`src/source_ctrl_pkg.sv`:
```
// ~~~~~~~~~~~~~~~~~~~~~~~~~~~~~~~~~~~~~~~
// control types of the stream source
// length type and the state encodings of the stages
// ~~~~~~~~~~~~~~~~~~~~~~~~~~~~~~~~~~~~~~~

package source_ctrl_pkg;

  // width of the transfer length
  localparam int unsigned LEN_W = 16;

  // count of output words in one transfer
  typedef logic [LEN_W-1:0] len_t;

  // address generator
  typedef enum logic {
    AG_IDLE,
    AG_ISSUE
  } addrgen_state_e;

  // wishbone reader waits for a request, runs the bus cycle, then holds the word
  typedef enum logic [1:0] {
    RD_IDLE,
    RD_BUS,
    RD_HOLD
  } reader_state_e;

endpackage

```
`src/stream_pkg.sv`:
```
// ~~~~~~~~~~~~~~~~~~~~~~~~~~~~~~~~~~~~~~~
// widths and vector types of the data path
// import where words, strobes or addresses are handled
// ~~~~~~~~~~~~~~~~~~~~~~~~~~~~~~~~~~~~~~~

package stream_pkg;

  // bus and stream word geometry
  localparam int unsigned DATA_W         = 32;
  localparam int unsigned ADDR_W         = 32;
  localparam int unsigned BYTES_PER_WORD = DATA_W / 8;

  // byte offset inside a word
  localparam int unsigned OFFS_W = $clog2(BYTES_PER_WORD);

  // a byte count from 0 up to a full word needs one extra bit
  localparam int unsigned ROT_W = OFFS_W + 1;

  // one memory or stream word
  typedef logic [DATA_W-1:0] data_t;

  // one bit per byte lane
  typedef logic [BYTES_PER_WORD-1:0] strb_t;

  // byte address on the bus
  typedef logic [ADDR_W-1:0] addr_t;

  // number of valid bytes in the first fetched word
  typedef logic [ROT_W-1:0] rot_t;

endpackage

```
`src/source_addrgen.sv`:
```
// ~~~~~~~~~~~~~~~~~~~~~~~~~~~~~~~~~~~~~~~
// first stage: turns a start command into word requests
// flags first and last, and gives the strobe of the first word
// ~~~~~~~~~~~~~~~~~~~~~~~~~~~~~~~~~~~~~~~
`timescale 1ns/1ns

module source_addrgen (
  input  logic                   clk_i,
  input  logic                   rst_ni,
  input  logic                   start_i,
  input  stream_pkg::addr_t      addr_i,
  input  source_ctrl_pkg::len_t  words_i,
  input  logic                   last_done_i,
  output logic                   busy_o,
  output logic                   req_valid_o,
  input  logic                   req_ready_i,
  output stream_pkg::addr_t      req_addr_o,
  output logic                   req_first_o,
  output logic                   req_last_o,
  output stream_pkg::strb_t      req_strb_o
);

  import stream_pkg::*;
  import source_ctrl_pkg::*;

  addrgen_state_e state_q;

  logic             busy_q;
  logic             first_q;
  len_t             cnt_q;
  addr_t            addr_q;
  strb_t            strb_q;
  strb_t            first_strb;
  logic [OFFS_W-1:0] offs;
  logic             start_ok;
  logic             req_hs;

  assign offs     = addr_i[OFFS_W-1:0];
  assign start_ok = start_i & ~busy_q;
  assign req_hs   = req_valid_o & req_ready_i;

  // lanes at or above the offset hold wanted bytes
  always_comb begin
    for (int j = 0; j < BYTES_PER_WORD; j++) begin
      first_strb[j] = (j >= int'(offs));
    end
  end

  always_ff @(posedge clk_i or negedge rst_ni) begin
    if (!rst_ni) begin
      state_q <= AG_IDLE;
      busy_q  <= 1'b0;
      first_q <= 1'b0;
      cnt_q   <= '0;
    end else begin
      // busy lasts until the realigner has sent the last word
      if (start_ok) begin
        busy_q <= 1'b1;
      end else if (last_done_i) begin
        busy_q <= 1'b0;
      end
      case (state_q)
        AG_IDLE: begin
          if (start_ok) begin
            state_q <= AG_ISSUE;
            first_q <= 1'b1;
            // cnt holds the requests left minus one, one extra when misaligned
            cnt_q   <= (offs != '0) ? words_i : len_t'(words_i - 1'b1);
          end
        end
        AG_ISSUE: begin
          if (req_hs) begin
            first_q <= 1'b0;
            cnt_q   <= cnt_q - 1'b1;
            if (cnt_q == '0) begin
              state_q <= AG_IDLE;
            end
          end
        end
        default: state_q <= AG_IDLE;
      endcase
    end
  end

  // word address and first strobe
  always_ff @(posedge clk_i) begin
    if (start_ok) begin
      addr_q <= {addr_i[ADDR_W-1:OFFS_W], {OFFS_W{1'b0}}};
      strb_q <= first_strb;
    end else if (req_hs) begin
      addr_q <= addr_q + addr_t'(BYTES_PER_WORD);
    end
  end

  assign busy_o      = busy_q;
  assign req_valid_o = (state_q == AG_ISSUE);
  assign req_addr_o  = addr_q;
  assign req_first_o = first_q;
  assign req_last_o  = (cnt_q == '0);
  assign req_strb_o  = first_q ? strb_q : '1;

endmodule

```
`src/source_realign.sv`:
```
// ~~~~~~~~~~~~~~~~~~~~~~~~~~~~~~~~~~~~~~~
// third stage: merges consecutive fetched words by the byte offset
// zero latency from the word stream to the output stream
// ~~~~~~~~~~~~~~~~~~~~~~~~~~~~~~~~~~~~~~~
`timescale 1ns/1ns

module source_realign (
  input  logic              clk_i,
  input  logic              rst_ni,
  input  logic              wd_valid_i,
  output logic              wd_ready_o,
  input  stream_pkg::data_t wd_data_i,
  input  logic              wd_first_i,
  input  logic              wd_last_i,
  input  stream_pkg::strb_t wd_strb_i,
  output logic              out_valid_o,
  input  logic              out_ready_i,
  output stream_pkg::data_t out_data_o,
  output logic              out_last_o,
  output logic              last_done_o
);

  import stream_pkg::*;

  rot_t  rot_d;
  rot_t  rot_q;
  rot_t  rot_cur;
  rot_t  rot_inv;
  data_t prev_q;
  data_t merged;
  logic  realign;
  logic  absorb;
  logic  wd_hs;

  logic [ROT_W+2:0] sh_cur;
  logic [ROT_W+2:0] sh_prev;

  // valid bytes of the first word
  always_comb begin
    rot_d = '0;
    for (int i = 0; i < BYTES_PER_WORD; i++) begin
      rot_d = rot_d + rot_t'(wd_strb_i[i]);
    end
  end

  // the first word decides on its own strobe, later words use the stored count
  assign rot_cur = wd_first_i ? rot_d : rot_q;
  assign rot_inv = rot_t'(BYTES_PER_WORD) - rot_cur;
  assign realign = (rot_cur != '0) && (rot_cur != rot_t'(BYTES_PER_WORD));

  // a misaligned first word only fills the previous-word register
  assign absorb = wd_first_i & realign;

  // byte counts turned into bit shifts
  assign sh_cur  = {rot_cur, 3'b000};
  assign sh_prev = {rot_inv, 3'b000};

  // upper bytes of the previous word go to the low lanes
  assign merged = (wd_data_i << sh_cur) | (prev_q >> sh_prev);

  assign out_data_o  = realign ? merged : wd_data_i;
  assign out_valid_o = wd_valid_i & ~absorb;
  assign out_last_o  = wd_last_i;
  assign wd_ready_o  = absorb ? 1'b1 : out_ready_i;

  assign wd_hs       = wd_valid_i & wd_ready_o;
  assign last_done_o = out_valid_o & out_ready_i & out_last_o;

  always_ff @(posedge clk_i or negedge rst_ni) begin
    if (!rst_ni) begin
      rot_q <= '0;
    end else if (wd_hs && wd_first_i) begin
      rot_q <= rot_d;
    end
  end

  // previous word, kept for the next merge
  always_ff @(posedge clk_i) begin
    if (wd_hs) begin
      prev_q <= wd_data_i;
    end
  end

endmodule

```
`src/source_wb_reader.sv`:
```
// ~~~~~~~~~~~~~~~~~~~~~~~~~~~~~~~~~~~~~~~
// second stage: one wishbone classic read per request
// the fetched word leaves together with the request flags
// ~~~~~~~~~~~~~~~~~~~~~~~~~~~~~~~~~~~~~~~
`timescale 1ns/1ns

module source_wb_reader (
  input  logic              clk_i,
  input  logic              rst_ni,
  input  logic              req_valid_i,
  output logic              req_ready_o,
  input  stream_pkg::addr_t req_addr_i,
  input  logic              req_first_i,
  input  logic              req_last_i,
  input  stream_pkg::strb_t req_strb_i,
  output logic              wb_cyc_o,
  output logic              wb_stb_o,
  output logic              wb_we_o,
  output stream_pkg::addr_t wb_adr_o,
  input  stream_pkg::data_t wb_dat_i,
  input  logic              wb_ack_i,
  output logic              wd_valid_o,
  input  logic              wd_ready_i,
  output stream_pkg::data_t wd_data_o,
  output logic              wd_first_o,
  output logic              wd_last_o,
  output stream_pkg::strb_t wd_strb_o
);

  import stream_pkg::*;
  import source_ctrl_pkg::*;

  reader_state_e state_q;

  addr_t adr_q;
  data_t data_q;
  strb_t strb_q;
  logic  first_q;
  logic  last_q;
  logic  req_hs;

  assign req_hs = req_valid_i & req_ready_o;

  always_ff @(posedge clk_i or negedge rst_ni) begin
    if (!rst_ni) begin
      state_q <= RD_IDLE;
    end else begin
      case (state_q)
        RD_IDLE: if (req_hs) state_q <= RD_BUS;
        RD_BUS: if (wb_ack_i) state_q <= RD_HOLD;
        RD_HOLD: if (wd_ready_i) state_q <= RD_IDLE;
        default: state_q <= RD_IDLE;
      endcase
    end
  end

  // request fields ride along with the bus cycle
  always_ff @(posedge clk_i) begin
    if (req_hs) begin
      adr_q   <= req_addr_i;
      first_q <= req_first_i;
      last_q  <= req_last_i;
      strb_q  <= req_strb_i;
    end
    if ((state_q == RD_BUS) && wb_ack_i) begin
      data_q <= wb_dat_i;
    end
  end

  // one request at a time
  assign req_ready_o = (state_q == RD_IDLE);

  assign wb_cyc_o = (state_q == RD_BUS);
  assign wb_stb_o = (state_q == RD_BUS);
  assign wb_we_o  = 1'b0;
  assign wb_adr_o = adr_q;

  assign wd_valid_o = (state_q == RD_HOLD);
  assign wd_data_o  = data_q;
  assign wd_first_o = first_q;
  assign wd_last_o  = last_q;
  assign wd_strb_o  = strb_q;

endmodule

```
`src/stream_source.sv`:
```
// ~~~~~~~~~~~~~~~~~~~~~~~~~~~~~~~~~~~~~~~
// byte-aligned stream source, top level
// address generator, wishbone reader and realigner in a row
// ~~~~~~~~~~~~~~~~~~~~~~~~~~~~~~~~~~~~~~~
`timescale 1ns/1ns

module stream_source (
  input  logic                  clk_i,
  input  logic                  rst_ni,
  input  logic                  start_i,
  input  stream_pkg::addr_t     addr_i,
  input  source_ctrl_pkg::len_t words_i,
  output logic                  busy_o,
  output logic                  wb_cyc_o,
  output logic                  wb_stb_o,
  output logic                  wb_we_o,
  output stream_pkg::addr_t     wb_adr_o,
  input  stream_pkg::data_t     wb_dat_i,
  input  logic                  wb_ack_i,
  output logic                  out_valid_o,
  input  logic                  out_ready_i,
  output stream_pkg::data_t     out_data_o,
  output logic                  out_last_o
);

  import stream_pkg::*;

  // request stream
  logic  req_valid;
  logic  req_ready;
  addr_t req_addr;
  logic  req_first;
  logic  req_last;
  strb_t req_strb;

  // word stream
  logic  wd_valid;
  logic  wd_ready;
  data_t wd_data;
  logic  wd_first;
  logic  wd_last;
  strb_t wd_strb;

  logic  last_done;

  source_addrgen i_addrgen (
    .clk_i       ( clk_i     ),
    .rst_ni      ( rst_ni    ),
    .start_i     ( start_i   ),
    .addr_i      ( addr_i    ),
    .words_i     ( words_i   ),
    .last_done_i ( last_done ),
    .busy_o      ( busy_o    ),
    .req_valid_o ( req_valid ),
    .req_ready_i ( req_ready ),
    .req_addr_o  ( req_addr  ),
    .req_first_o ( req_first ),
    .req_last_o  ( req_last  ),
    .req_strb_o  ( req_strb  )
  );

  source_wb_reader i_reader (
    .clk_i       ( clk_i     ),
    .rst_ni      ( rst_ni    ),
    .req_valid_i ( req_valid ),
    .req_ready_o ( req_ready ),
    .req_addr_i  ( req_addr  ),
    .req_first_i ( req_first ),
    .req_last_i  ( req_last  ),
    .req_strb_i  ( req_strb  ),
    .wb_cyc_o    ( wb_cyc_o  ),
    .wb_stb_o    ( wb_stb_o  ),
    .wb_we_o     ( wb_we_o   ),
    .wb_adr_o    ( wb_adr_o  ),
    .wb_dat_i    ( wb_dat_i  ),
    .wb_ack_i    ( wb_ack_i  ),
    .wd_valid_o  ( wd_valid  ),
    .wd_ready_i  ( wd_ready  ),
    .wd_data_o   ( wd_data   ),
    .wd_first_o  ( wd_first  ),
    .wd_last_o   ( wd_last   ),
    .wd_strb_o   ( wd_strb   )
  );

  source_realign i_realign (
    .clk_i       ( clk_i       ),
    .rst_ni      ( rst_ni      ),
    .wd_valid_i  ( wd_valid    ),
    .wd_ready_o  ( wd_ready    ),
    .wd_data_i   ( wd_data     ),
    .wd_first_i  ( wd_first    ),
    .wd_last_i   ( wd_last     ),
    .wd_strb_i   ( wd_strb     ),
    .out_valid_o ( out_valid_o ),
    .out_ready_i ( out_ready_i ),
    .out_data_o  ( out_data_o  ),
    .out_last_o  ( out_last_o  ),
    .last_done_o ( last_done   )
  );

endmodule

```
`config.mk`:
```
export PLATFORM = sky130hd
export DESIGN_NAME = stream_source
export DESIGN_NICKNAME = d
export VERILOG_FILES = /design/src/source_ctrl_pkg.sv /design/src/stream_pkg.sv /design/src/source_addrgen.sv /design/src/source_realign.sv /design/src/source_wb_reader.sv /design/src/stream_source.sv
export SDC_FILE = /design/constraint.sdc
export NUM_CORES = 1
export LEC_CHECK = 0
export ABC_AREA = 1
export BUFFER_PORTS_ARGS = -buffer_cell sky130_fd_sc_hd__buf_2
export CORE_AREA = 2 2 151 109
export CTS_CLUSTER_DIAMETER = 200
export DETAILED_ROUTE_END_ITERATION = 8
export DIE_AREA = 0 0 153 111
export PLACE_DENSITY_LB_ADDON = 0.3
export SETUP_SLACK_MARGIN = 0.2
export SLEW_MARGIN = 25
export SYNTH_ARGS = -nofsm -noshare
export SYNTH_HDL_FRONTEND = slang
export SYNTH_SLANG_ARGS = --single-unit
```
`constraint.sdc`:
```
create_clock -name clk_i -period 7.5 [get_ports clk_i]
set_input_delay 0.375 -clock clk_i [delete_from_list [all_inputs] [get_ports clk_i]]
set_output_delay 0.375 -clock clk_i [all_outputs]
set_load 0.02 [all_outputs]
```
# Word-level counts from Yosys, hierarchy flattened
# Index checks and enable logic that the tools add are counted.
[op_classes]
add_sub_neg = 7
n_lt_le_gt_ge = 3
n_eq_ne = 8
n_shift = 2
n_mux = 22
n_bitwise = 11
n_reduce_logical = 11
[op_table]
columns = ["op", "count"]
rows = [
  ["$mux 32", 3],
  ["$mux 16", 3],
  ["$add 32x3->32 const B", 1],
  ["$or 32x32->32", 1],
  ["$pmux 16 s2", 1],
  ["$shl 32x6->32", 1],
  ["$shr 32x6->32", 1],
  ["$sub 16x1->16 const B", 2],
  ["$logic_not 16->1", 1],
  ["$mux 1", 8],
  ["$and 1x1->1", 7],
  ["$mux 2", 3],
  ["$ne 2x2->1 const B", 3],
  ["$pmux 2 s3", 1],
  ["$reduce_bool 2->1", 3],
  ["$ge 1x2->1 const A", 2],
  ["$ne 2x1->1 const B", 2],
  ["$pmux 1 s2", 2],
  ["$add 3x1->3", 1],
  ["$add 3x1->3 const B", 1],
  ["$logic_and 1x1->1", 3],
  ["$mux 3", 1],
  ["$ne 3x3->1 const B", 1],
  ["$not 1->1", 3],
  ["other kinds (9)", 9],
]
[totals]
regBits = 160
inputBits = 85
output_inout_bits = 70

# Logic depth before layout (Yosys ltp)
[logic_depth]
ltp_word = 13
depth_mapped = 17
mapped_depth_nobuf = 16

# Cells and area by module
# Synthesis repeated with hierarchy kept, for this count alone.
[hier_totals]
hier_cells = 1213
area_unflattened_um2 = 9560.4
[by_module_without_submodules]
columns = ["module", "n_inst", "cells_each", "area_each_um2", "seq_area_each_um2"]
rows = [
  ["source_addrgen", 1, 584, 3917.5, 1466.4],
  ["source_realign", 1, 538, 3405.8, 1036.0],
  ["source_wb_reader", 1, 91, 2237.1, 2152.1],
]

# Least setup slack after synthesis
# OpenSTA, ideal clock, no wires.
[synth_path]
kind = "register to register"
startpoint = "reg i_reader.strb_q[0] (netlist: i_reader.wd_strb_o[0])"
endpoint = "reg i_realign.rot_q[0]"
setup_time_ps = 100
arrival_time_ps = 5113
required_time_ps = 7400
slack_ps = 2288
stages_incl_launch_ff = 15
path_buffers = 2
period_less_slack_ps = 5212
path_cell_list = "edfxtp_1 -> ha_1 -> inv_1 -> ha_1 -> nand2_1 -> o21ai_1 -> buf_4 -> buf_2 -> ha_1 -> ha_1 -> nor2_1 -> nand2_1 -> a21boi_0 -> nand2_1 -> o21ai_0"
[synth_between]
elab_chain_cells = 10
elab_cells_between_ends = 11
cone_classes = "add/sub (3); eq/ne (1); mux (2); bitwise (2); reduce/logical (3)"
[synth_rtl]
columns = ["element", "line", "rtl"]
rows = [
  ["start: declaration", "source_wb_reader.sv:37", "strb_t strb_q;"],
  ["start signal: assignment", "source_wb_reader.sv:63", "strb_q <= req_strb_i;"],
  ["$add 1x1->2 (*)", "source_realign.sv:42", "rot_d = rot_d + rot_t'(wd_strb_i[i]);"],
  ["$add 3x1->3 (*) (2 in a row)", "source_realign.sv:42", ""],
  ["$mux 3 (*)", "source_realign.sv:47", "assign rot_cur = wd_first_i ? rot_d : rot_q;"],
  ["$ne 3x3->1 / $reduce_bool 3->1 (equally long branches)", "source_realign.sv:49", "assign realign = (rot_cur != '0) && (rot_cur != rot_t'(BYTES_PER_WORD));"],
  ["$logic_and 1x1->1 (*)", "source_realign.sv:49", ""],
  ["$and 1x1->1 (*)", "source_realign.sv:52", "assign absorb = wd_first_i & realign;"],
  ["$mux 1 (*)", "source_realign.sv:64", "assign wd_ready_o = absorb ? 1'b1 : out_ready_i;"],
  ["$and 1x1->1 (*)", "source_realign.sv:66", "assign wd_hs = wd_valid_i & wd_ready_o;"],
  ["via i_realign.wd_hs", "source_realign.sv:33", "logic wd_hs;"],
  ["$logic_and 1x1->1 (*)", "source_realign.sv:72", "end else if (wd_hs && wd_first_i) begin"],
  ["end signal: assignment", "source_realign.sv:73", "rot_q <= rot_d;"],
  ["end: declaration", "source_realign.sv:26", "rot_t rot_q;"],
]
# Mark *: on every way through the listed nets, which the timed path passes. The rest lies on a longest branch.
# A chain may end at the register's enable or synchronous reset.

# Worst setup path in the final report
[layout_path]
startpoint = "reg i_reader.strb_q[0] (netlist: i_reader.wd_strb_o[0])"
endpoint = "out out_data_o[20]"
[layout_between]
elab_chain_cells = 8
elab_cells_between_ends = 12
cone_classes = "add/sub (4); eq/ne (1); shift (2); mux (2); bitwise (1); reduce/logical (2)"
[layout_rtl]
columns = ["element", "line", "rtl"]
rows = [
  ["$add 1x1->2 (*)", "source_realign.sv:42", ""],
  ["$add 3x1->3 (*) (2 in a row)", "source_realign.sv:42", ""],
  ["$mux 3 (*)", "source_realign.sv:47", ""],
  ["$sub 3x3->3", "source_realign.sv:48", "assign rot_inv = rot_t'(BYTES_PER_WORD) - rot_cur;"],
  ["$shr 32x6->32", "source_realign.sv:59", "assign merged = (wd_data_i << sh_cur) | (prev_q >> sh_prev);"],
  ["$or 32x32->32", "source_realign.sv:59", ""],
  ["$mux 32 (*)", "source_realign.sv:61", "assign out_data_o = realign ? merged : wd_data_i;"],
  ["end: declaration", "stream_source.sv:22", "output stream_pkg::data_t out_data_o,"],
]
# Every way passes the cells marked *; elsewhere a longest branch is shown, timed or not.

==> flow_metrics.env <==
export IMPL_synth_warnings=0
export IMPL_grt_pass1_wl_mm=35.1
export IMPL_grtUsageTotal=0.263
export IMPL_yosys_area_top_type="edfxtp_1"
export IMPL_synth_xor_area_frac=0.0191
export IMPL_synth_seq_cells=156
export IMPL_path_clk_slew_ps=70
export IMPL_die_w_um=153
export IMPL_synth_compound_area_frac=0.113
export IMPL_drive_above_1_share=0.169
export IMPL_critPathKind="reg2out"
export IMPL_skew_ps=8.93
export IMPL_wirelength_mm=22.3
export IMPL_finish_utilization=0.651
export IMPL_fin_tns_setup_ps=0
export IMPL_ir_worst_vdd_uv=257
export IMPL_cts_path_max_buffers=2
export IMPL_cts_tree="yes"
export IMPL_io_buffers=151
export IMPL_ant_nets=0
export IMPL_antenna_found_initial=1
export IMPL_syn_to_final_growth_pct=18.0
export IMPL_synthDistinctLibCells=35
export IMPL_power_leakage_nw=4.50
export IMPL_dpl_cell_count=1395
export IMPL_grt_remaining_overflow=0
export IMPL_synthArstFlopShare=0.154
export IMPL_yosysMostFrequentCell="nand2_1"
export IMPL_vias_per_cell=5.51
export IMPL_period_needed_ps=4790
export IMPL_hold_ws_ps=122
export IMPL_insertion_delay_ps=430
export IMPL_cp_start_kind="flop"
export IMPL_status="complete, no violations"
export IMPL_synth_top_family_by_area="simple AND/OR/NAND/NOR gates"
export IMPL_syn_cell_area_mm2=0.00869
export IMPL_die_area_mm2=0.0170
export IMPL_ys_seq_area_frac=0.525
export IMPL_num_vias=7874
export IMPL_drt_pass1_iter_count=6
export IMPL_rsz0062_at_grt="no"
export IMPL_final_setup_viol_count=0
export IMPL_fmax_mhz=209
export IMPL_core_area_mm2=0.0158
export IMPL_drt_iter0_drc=820
export IMPL_worstMarginPinSlew_ps=995
export IMPL_final_hold_viol_count=0
export IMPL_max_slew_margin=0.336
export IMPL_synthAdderAreaFrac=0.0158
export IMPL_wl_per_cell_um=15.6
export IMPL_grt_max_degree=76
export IMPL_yosys_area_share_simple=0.253
export IMPL_muxShareOfSynthArea=0
export IMPL_hold_path_class="in2reg"
export IMPL_required_ps=7120
export IMPL_grt_pass1_vias=6820
export IMPL_gp_congestion=0.943
export IMPL_netlist_top_cells_count="nand2_1, edfxtp_1, nor2_1, inv_1, nand3_1"
export IMPL_pin_count=155
export IMPL_die_h_um=111
export IMPL_postLayoutCellArea_mm2=0.0103
export IMPL_syn_inst=1070
export IMPL_worstPathMaxFanout=75
export IMPL_placed_area_mm2=0.00963
export IMPL_fin_nets=1306
export IMPL_std_cell_rows=39
export IMPL_dp_hpwl_mm=15.6
export IMPL_synth_edf_count=132
export IMPL_setup_worst_path_end_class="output pin"
export IMPL_synth_top_area_frac=0.456
export IMPL_period_share=0.639
export IMPL_drc_errors=0
export IMPL_avgSynthCellArea_um2=8.12
export IMPL_p_per_area_mw_per_mm2=458
export IMPL_slew_violations=0
export IMPL_numCtsBuffers=17
export IMPL_cts_root_buf="clkbuf_16"
export IMPL_synthFlopType="edfxtp_1"
export IMPL_clock_sinks=156
export IMPL_cp_arrival_ps=4420
export IMPL_synth_area_leaders="edfxtp_1, nand2_1, dfrtp_1, nor2_1, inv_1"
export IMPL_maxCapViolCount=0
export IMPL_stdcell_count=1429
export IMPL_cts_max_level=4
export IMPL_initial_utilization=0.551
power by group:
part | switching, mW | internal [mW]
clock | 0.370 | 0.530
sequential | 0.221 | 1.38
combinational | 1.54 | 0.648
total | 2.14 | 2.56
kinds of logic (layout without fill, tap and decap cells):
family	Yosys count	in the layout
and+or+nand+nor	538	538
xor gates and xnor gates	19	19
AOI/OAI and AO/OA	185	185
buffers and inverters	160	311
other	1	4
adders and majority gates	11	11
DFF	156	156
placed cells by master, fill, tap and decap left out, types with 3 or more instances in the layout:
master and instances:
nand4_1 11, inv_1 116, nor3_1 11, nor2_1 125, nand2_1 299, ha_1 11, o211ai_1 6, o21ai_1 44
nor2_2 8, buf_4 6, a31oi_1 6, a21oi_1 49, clkinv_1 3, edfxtp_1 132, dfrtp_1 24, nand3_1 72
o21ai_0 70, bufinv_16 3, clkinvlp_4 3, conb_1 3, nand3b_1 6, clkbuf_16 17, xor2_1 12, inv_6 5
xnor2_1 7, buf_2 151
metal layers:
metal | vias to the layer above | share of wire | global-route usage
met5 | - | 0 | 0
met4 | 0 | 0.011 | 0.0599
met3 | 28 | 0.11 | 0.0805
met2 | 401 | 0.42 | 0.372
met1 | 3609 | 0.45 | 0.398
li1 | 3836 | - | -
path summary, 6_finish.rpt:
check                                        from  cells past startpoint                     end  slack [ps]
min in group asynchronous                  rst_ni                      2      i_addrgen.cnt_q[8]         480
setup reg to reg            i_reader.wd_strb_o[0]                     14      i_realign.rot_q[0]        3640
max in group asynchronous                  rst_ni                      2      i_realign.rot_q[0]        6630
hold / removal                       wb_dat_i[29]                      1  i_reader.wd_data_o[29]         120
hold reg to reg            i_reader.wd_data_o[26]                      0    i_realign.prev_q[26]         460
setup / recovery            i_reader.wd_strb_o[0]                     14          out_data_o[20]        2710
sequential cells by signal (all words and copies together) (netlist names), 2 cells and up:
register,count
i_addrgen.cnt_q,16
i_addrgen.req_addr_o,30
i_addrgen.strb_q,3
i_reader.state_q,2
i_reader.wb_adr_o,30
i_reader.wd_data_o,32
i_reader.wd_strb_o,3
i_realign.prev_q,32
i_realign.rot_q,3
final cells by class:
| cell class | instances | area (um2) |
|---|---|---|
| Antenna cell | 1 | 2.50 |
| Clock buffer | 17 | 425 |
| Clock inverter | 15 | 185 |
| Fill cell | 1322 | 5510 |
| Inverter | 120 | 450 |
| Multi-Input combinational cell | 756 | 3530 |
| Sequential cell | 156 | 4560 |
| Tap cell | 205 | 256 |
| Timing Repair Buffer | 159 | 838 |
critical path: stages (launching register included):
cell,delay (ps)
edfxtp_1,370
ha_1,280
inv_1,40
ha_1,300
nand2_1,100
o21ai_4,70
buf_4,560
ha_1,290
ha_1,250
nor2_2,560
inv_1,490
o21ai_0,280
inv_1,70
a21oi_1,140
buf_2,180
per-stage QoR:
step	power (mW)	setup slack, ps
floorplan	3.10	2290
global placement	3.72	2880
detailed placement	3.77	3180
CTS	4.68	2720
global route	5.00	2400
finish	4.69	2710
timing repair:
action                                 4_1_cts  5_1_grt
endpoints found under the hold margin       24        0
buffers inserted                             0        0
hold buffers                                 1        0
gates resized for setup                      0        0
Note: power is estimated with default switching activity, not from simulation.
